<file path="config.mk">
export PLATFORM = sky130hd
export DESIGN_NAME = ahbBusUnit
export DESIGN_NICKNAME = d
export VERILOG_FILES = /design/src/ahbPkg.sv /design/src/ahbBusUnit.sv /design/src/ahbWriteStage.sv
export SDC_FILE = /design/constraint.sdc
export NUM_CORES = 1
export LEC_CHECK = 0
export BUFFER_PORTS_ARGS = -buffer_cell sky130_fd_sc_hd__buf_2
export CORE_ASPECT_RATIO = 1.25
export CORE_MARGIN = 4
export CORE_UTILIZATION = 35
export CTS_BUF_LIST = sky130_fd_sc_hd__clkbuf_4
export DETAILED_ROUTE_END_ITERATION = 6
export GPL_TIMING_DRIVEN = 0
export HOLD_SLACK_MARGIN = 0.15
export PLACE_DENSITY = 0.78
export SKIP_LAST_GASP = 1
export SYNTH_ARGS = -nofsm -noshare
export SYNTH_HDL_FRONTEND = slang
export SYNTH_SLANG_ARGS = --single-unit
</file>
<file path="constraint.sdc">
create_clock -name clk -period 5.3 [get_ports clk]
set_clock_uncertainty 0.2 [all_clocks]
set_input_delay 0.53 -clock clk [delete_from_list [all_inputs] [get_ports clk]]
set_output_delay 0.53 -clock clk [all_outputs]
set_load 0.1 [all_outputs]
</file>
<file path="src/ahbPkg.sv">
// AHB-Lite bus definitions
// Shared enums, control structs and fixed widths for the external bus unit

package ahbPkg;

  //////////////////////////////////////////////////////////////////////
  // Fixed bus widths
  //////////////////////////////////////////////////////////////////////

  // HADDR width, 32-bit addressed bus
  localparam int AhbAddrBits = 32;

  //////////////////////////////////////////////////////////////////////
  // Encodings
  //////////////////////////////////////////////////////////////////////

  // Bus owner, data streams ahead of instruction fetch
  typedef enum logic [1:0] {Idle, MemRead, MemWrite, InstrRead} busStateT;

  // HTRANS encoding per AHB-Lite
  typedef enum logic [1:0] {TransIdle, TransBusy, TransNonSeq, TransSeq} hTransT;

  // HBURST subset, only SINGLE and INCR4 are in use
  typedef enum logic [2:0] {BurstSingle, BurstIncr, BurstWrap4, BurstIncr4} hBurstT;

  // HSIZE, bytes per beat is 1 << hsize
  typedef enum logic [2:0] {SizeByte, SizeHalf, SizeWord, SizeDouble} hSizeT;

  //////////////////////////////////////////////////////////////////////
  // Structs
  //////////////////////////////////////////////////////////////////////

  // Address-phase control from manager to subordinate
  typedef struct packed {
    logic [AhbAddrBits-1:0] haddr;
    logic                   hwrite;
    hSizeT                  hsize;
    hBurstT                 hburst;
    hTransT                 htrans;
    logic [3:0]             hprot;
  } ahbCtrlT;

  // One requester's address-phase request
  typedef struct packed {
    logic [AhbAddrBits-1:0] addr;
    hSizeT                  size;
    hBurstT                 burst;
    hTransT                 trans;
  } busReqT;

endpackage

</file>
<file path="src/ahbBusUnit.sv">
// AHB-Lite external bus unit
// Arbitrates instruction fetch and load/store streams onto one manager port
// Data streams win from idle, an ongoing fetch is never preempted

`timescale 1ns/1ps

module ahbBusUnit import ahbPkg::*; #(
  parameter int DataBits = 32
) (
  input  logic                  clk,
  input  logic                  arstN,
  // Instruction fetch requester
  input  busReqT                ifuReq,
  input  logic                  ifuBusRead,
  input  logic                  ifuTransComplete,
  output logic                  ifuBusInit,
  output logic                  ifuBusAck,
  // Load/store requester
  input  busReqT                lsuReq,
  input  logic [DataBits-1:0]   lsuWdata,
  input  logic                  lsuBusRead,
  input  logic                  lsuBusWrite,
  input  logic                  lsuTransComplete,
  output logic                  lsuBusInit,
  output logic                  lsuBusAck,
  // AHB-Lite manager side
  input  logic                  hready,
  output ahbCtrlT               ctrl,
  output logic [DataBits-1:0]   hwdata,
  output logic [DataBits/8-1:0] hwstrb
);

  busStateT              state;
  busStateT              nextState;
  logic                  lsuGrant;
  logic                  lsuOwned;
  logic                  ifuOwned;
  logic                  writeDataPhase;
  logic [DataBits/8-1:0] laneStrb;

  //////////////////////////////////////////////////////////////////////
  // Ownership FSM
  //////////////////////////////////////////////////////////////////////

  always_ff @(posedge clk or negedge arstN) begin
    if (!arstN) begin
      state <= Idle;
    end else begin
      state <= nextState;
    end
  end

  // Loads beat stores, both beat fetches
  // A finishing owner hands over in the same cycle
  always_comb begin
    case (state)
      Idle: begin
        if (lsuBusRead)       nextState = MemRead;
        else if (lsuBusWrite) nextState = MemWrite;
        else if (ifuBusRead)  nextState = InstrRead;
        else                  nextState = Idle;
      end
      MemRead, MemWrite: begin
        if (!lsuTransComplete) nextState = state;
        else if (ifuBusRead)   nextState = InstrRead;
        else                   nextState = Idle;
      end
      InstrRead: begin
        if (!ifuTransComplete) nextState = InstrRead;
        else if (lsuBusRead)   nextState = MemRead;
        else if (lsuBusWrite)  nextState = MemWrite;
        else                   nextState = Idle;
      end
      default: nextState = Idle;
    endcase
  end

  //////////////////////////////////////////////////////////////////////
  // Address-phase mux
  //////////////////////////////////////////////////////////////////////

  // Selection follows the next owner so the first beat goes out with init
  assign lsuGrant = (nextState == MemRead) || (nextState == MemWrite);

  always_comb begin
    ctrl.haddr  = lsuGrant ? lsuReq.addr : ifuReq.addr;
    ctrl.hwrite = (nextState == MemWrite);
    // Fetches are always full 32-bit words
    ctrl.hsize  = lsuGrant ? lsuReq.size : SizeWord;
    ctrl.hburst = lsuGrant ? lsuReq.burst : ifuReq.burst;
    // Data access, privileged
    ctrl.hprot  = 4'b0011;
    // No owner, no transfer on the bus
    if (lsuGrant) begin
      ctrl.htrans = lsuReq.trans;
    end else if (nextState == InstrRead) begin
      ctrl.htrans = ifuReq.trans;
    end else begin
      ctrl.htrans = TransIdle;
    end
  end

  //////////////////////////////////////////////////////////////////////
  // Data phase
  //////////////////////////////////////////////////////////////////////

  ahbWriteStage #(
    .DataBits (DataBits)
  ) writeStage_i (
    .clk      (clk),
    .arstN    (arstN),
    .capture  (lsuBusAck | lsuBusInit),
    .lsuWdata (lsuWdata),
    .addrLow  (ctrl.haddr[2:0]),
    .size     (ctrl.hsize),
    .write    (ctrl.hwrite),
    .hwdata   (hwdata),
    .hwstrb   (laneStrb),
    .writeD   (writeDataPhase)
  );

  // Strobes only mean something under a write data phase
  assign hwstrb = writeDataPhase ? laneStrb : '0;

  //////////////////////////////////////////////////////////////////////
  // Requester feedback
  //////////////////////////////////////////////////////////////////////

  assign lsuOwned = (state == MemRead) || (state == MemWrite);
  assign ifuOwned = (state == InstrRead);

  // Init marks the first address phase of a new owner
  assign ifuBusInit = !ifuOwned && (nextState == InstrRead);
  assign lsuBusInit = (state != MemRead && nextState == MemRead) ||
                      (state != MemWrite && nextState == MemWrite);

  // One data beat done per ready cycle of the owner
  assign ifuBusAck = hready && ifuOwned;
  assign lsuBusAck = hready && lsuOwned;

  // A rising ack goes to a requester still asking for the bus
  lsuAckOwnerA: assert property (@(posedge clk) disable iff (!arstN)
    $rose(lsuBusAck) |-> (lsuBusRead || lsuBusWrite))
    else $error("lsu ack without ownership");

  ifuAckOwnerA: assert property (@(posedge clk) disable iff (!arstN)
    $rose(ifuBusAck) |-> ifuBusRead)
    else $error("ifu ack without ownership");

endmodule

</file>
<file path="src/ahbWriteStage.sv">
// AHB-Lite write data-phase stage
// Delays write data, low address bits, size and write flag by one cycle
// and derives the byte-lane strobes for the data phase

`timescale 1ns/1ps

module ahbWriteStage import ahbPkg::*; #(
  parameter int DataBits = 32
) (
  input  logic                  clk,
  input  logic                  arstN,
  input  logic                  capture,
  input  logic [DataBits-1:0]   lsuWdata,
  input  logic [2:0]            addrLow,
  input  hSizeT                 size,
  input  logic                  write,
  output logic [DataBits-1:0]   hwdata,
  output logic [DataBits/8-1:0] hwstrb,
  output logic                  writeD
);

  // Byte lanes and the address bits that select one
  localparam int StrbBits = DataBits / 8;
  localparam int OffBits  = $clog2(StrbBits);

  logic [OffBits-1:0]  addrD;
  hSizeT               sizeD;
  logic [StrbBits-1:0] laneMask;

  //////////////////////////////////////////////////////////////////////
  // Data-phase registers
  //////////////////////////////////////////////////////////////////////

  // Write data follows the requester only on init or ack
  always_ff @(posedge clk) begin
    if (capture) begin
      hwdata <= lsuWdata;
    end
  end

  // Address-phase side info, taken every cycle
  always_ff @(posedge clk or negedge arstN) begin
    if (!arstN) begin
      addrD  <= '0;
      sizeD  <= SizeByte;
      writeD <= 1'b0;
    end else begin
      addrD  <= addrLow[OffBits-1:0];
      sizeD  <= size;
      writeD <= write;
    end
  end

  //////////////////////////////////////////////////////////////////////
  // Byte strobes
  //////////////////////////////////////////////////////////////////////

  // Contiguous ones for the access size, clipped to the bus width
  always_comb begin
    laneMask = StrbBits'((32'd1 << (32'd1 << sizeD)) - 32'd1);
    // Then moved up to the addressed lane
    hwstrb   = laneMask << addrD;
  end

  // A word store reaching the data phase sits on a word boundary
  wordAlignA: assert property (@(posedge clk) disable iff (!arstN)
    (write && size == SizeWord) |=> (addrD[1:0] == 2'b00))
    else $error("misaligned word access in data phase");

endmodule

</file>
# Word level (Yosys, flattened, before mapping)
# Cells that the tools add are included.
# W data, S select, Z words.
# op_classes
n_addsub	1
multipliers	0
div_mod_pow	0
order_cmp	0
eq_ne	8
n_shift	3
mux	14
n_bitwise	1
reduce_logical	11
# op_table
operator	n
$mux W32	1
$shl A1 B3 Y32 const A	1
$shl A1 B32 Y4 const A	1
$mux W2	9
$eq A2 B2 Y1 const B	4
$mux W3	2
$pmux W2 S3	1
$logic_and A1 B1 Y1	5
$eq A2 B1 Y1 const B	2
$mux W4	1
$shl A4 B2 Y4	1
$sub A4 B1 Y4 const B	1
$logic_or A1 B1 Y1	3
$logic_not A2 Y1	1
$ne A2 B1 Y1 const B	1
$ne A2 B2 Y1 const B	1
$reduce_or A2 Y1	1
$logic_not A1 Y1	1
$or A1 B1 Y1	1
# totals
reg_bits	40
latchBits	0
ramBits	0
mem_bits_ro	0
in_bits	120
out_inout_bits	85
word_cells	43
mem_count	0

# Longest topological paths before layout
# depth
word_depth	8
depth_mapped	9
depth_no_buf	8

# Modules after synthesis
# From an unflattened synthesis, not the netlist that was laid out.
# unflattened
hier_cells	141
hier_area_um2	2060.7
# modules_own_cells
module	instances	cells_per_inst	area_per_inst_um2	seq_area_each_um2
ahbWriteStage	1	52	1222.4	1111.1
ahbBusUnit	1	89	838.3	50.0

# Worst setup path before layout
# Ideal clock, no wire load.
# synth_timing
path_type	input-to-output
start	in lsuTransComplete
end	out ctrl[4] (netlist bit)
arrival_ps	4007
t_required_ps	4570
path_slack_ps	563
stages	7
n_path_buf	2
cell_sequence	mux2_2 -> a221oi_2 -> o21ba_2 -> ha_1 -> clkbuf_1 -> buf_2 -> o21ai_0
# synth_rtl
item	line	text
start: declaration	ahbBusUnit.sv:23	input logic lsuTransComplete,
end: declaration	ahbBusUnit.sv:28	output ahbCtrlT ctrl,

==> flow_summary.yaml <==
status:
  status: "completed"
drt:
  num_vias: 1995
  wl_met1_um: 2240
  drc: 0
  wl_per_cell_um: 15.4
  ant_nets: 0
  first_pass_iters: 4
  dr.first_iter.drc_count: 47
  dr.max_layer_used: "met5"
  wl_met3_um: 933
  finalWirelength_um: 6650
  vias_per_cell: 4.62
  wl_met2_um: 3350
finish:
  final_common_cell: "buf_2"
  num_antenna_cells: 0
  drive_above_1_share_pct: 70.1
  fillers: 453
  postLayoutCellArea_um2: 3330
  final_cell_mix: "buf_2 (201), mux2_2 (36), edfxtp_1 (32)"
  final_nets: 495
  fin_cells: 432
  area_growth_pct: 63.7
floorplan:
  rows: 30
  die_w_um: 76.2
  boundaryPins: 205
  start_util_pct: 36.7
  fp.dieArea_um2: 7110
  die-height_um: 93.3
  core-area_um2: 5560
sta:
  final_max_slew_viol_count: 0
  max_slew_margin_pct: 52.8
  tns_ns: 0
  hold_viol: 0
  fin_ws_ns: 1.49
  min_period_ns: 3.81
  worstMarginPinSlew_ns: 0.708
  max_freq_ghz: 0.262
  finalSetupViolCount: 0
  rsz0062_at_grt: "false"
  finalCritPeriodShare_pct: 72.0
placement:
  dp.cells: 410
  numPortBuffers: 197
  placedInstanceArea_um2: 3110
  hpwlAfterDp_um: 5710
  routabilityCongestion: 0.804
  post-place-ws_ns: 1.61
clock_network:
  post_cts_resized: 0
  cts_buffers: 5
  cts_sinks: 40
  cts_tree: "built"
  insertion_delay_ns: 0.31
  clk_pin_slew_ns: 0.11
  cts-root-buf: "clkbuf_4"
  cts_buffer_depth: 2
  cts_max_level: 2
min_path:
  hold_class: "primary input to register"
logic_synthesis:
  synth_top_cell_by_area: "edfxtp_1"
  synth_top_area_share_pct: 47.2
  synthDistinctLibCells: 30
  synthArstFlopShare_pct: 20.0
  netlist_area_um2: 2040
  synth-seq-cells: 40
  synth-main-ff-cell: "edfxtp_1"
  ys_seq_area_share_pct: 57.0
  synthCells: 146
  avgSynthCellArea_um2: 14.0
  yosysWarnings: 0
  synth_edf_count: 32
  synth_area_leaders: "edfxtp_1 (47%), mux2_2 (20%), dfrtp_1 (9.8%)"
worst_setup_path:
  slowest_stage: "dfrtp_1"
  r2r_slack_ns: 2.46
  cp.arrival_ns: 3.08
  crit_path_end_kind: "primary output"
  cp-start-kind: "register"
  crit_type: "register to primary output"
  cp_max_fo: 10
  worst_ep_required_time_ns: 4.57
  slowest_delay_ns: 0.41
  path_cells: "inv_1 > ha_1 > a221oi_2 > o21ba_2 > ha_1 > clkbuf_1 > buf_2 > mux2_2 > buf_2"
global_routing:
  grt.total_usage_pct: 17.6
  antenna_found_initial: 3
  grt_pass1_wl_um: 9820
  grt_max_degree: 33
  grt_overflow: 0
  grt_pass1_vias: 2043
run:
  max-cap-violations: 0
-- layout make-up --
type	count	area, µm²	area share, %
Clock inverter	2	35.0	1.05
Clock buffer	6	45.0	1.35
Inverter	10	37.5	1.13
Timing Repair Buffer	211	1130	33.8
Buffer	10	61.3	1.84
Sequential cell	40	1160	34.8
Tap cell	64	80.1	2.40
Multi-Input combinational cell	89	788	23.6
-- cell usage after synthesis (3+ instances only) --
library cell	n
edfxtp_1	32
ha_1	8
dfrtp_1	8
mux2_2	36
buf_2	4
nand2b_1	3
o21ai_0	5
nor2_1	4
inv_1	10
nor2b_1	4
buf_4	5
-- worst max-delay path, delay by kind of cell, from the launching register on --
kind            cells  cell delay (ns)
mux                 1             0.38
buf+inv             4             0.89
compound gates      2             0.48
flops               1             0.41
fa+ha+maj           2             0.61
-- worst paths after layout --
check                                   from                       to  cells after the start
worst max-delay path                state[0]                 ctrl[13]                      9
worst min-delay path            lsuWdata[21]  writeStage_i.hwdata[21]                      1
worst max register to register      state[0]   writeStage_i.hwdata[2]                      8
worst min register to register      state[1]                 state[1]                      3
max in group asynchronous              arstN                 state[1]                      2
min in group asynchronous              arstN    writeStage_i.addrD[1]                      2
-- sequential cells by signal (all words and copies together) (netlist names) --
name / count
writeStage_i.hwdata: 32
writeStage_i.addrD: 2
writeStage_i.sizeD: 3
state: 2
writeStage_i.writeD: 1
-- routing by layer --
layer	vias up	track usage [%]
met5	-	0
met2	145	31.6
li1	964	-
met4	6	4.23
met3	15	9.06
met1	865	18.0
-- kinds of logic after synthesis --
| logic type | synth area share, % |
|---|---|
| AO/OA/AOI/OAI | 6.20 |
| flip-flops | 57.0 |
| buffers and inverters | 4.85 |
| multiplexers | 20.4 |
| adder cells (fa/ha/maj) | 4.91 |
| other | 0.369 |
| AND/OR/NAND/NOR | 6.26 |
-- what timing repair did --
item | CTS | global route
endpoints found under the hold margin | 9 | 12
hold buffers | 2 | 12
setup buffers | 0 | 0
-- metrics by stage --
stage	util [%]	hold slack [ns]
global placement	56.1	0.182
global route	60.0	0.147
floorplan	-	0.0344
CTS	57.9	0.150
finish	60.0	0.175
detailed placement	56.1	0.181
Power is left out: the tool's default activity adds up to more than one toggle a clock period on the data nets, which glitch-free logic cannot reach.
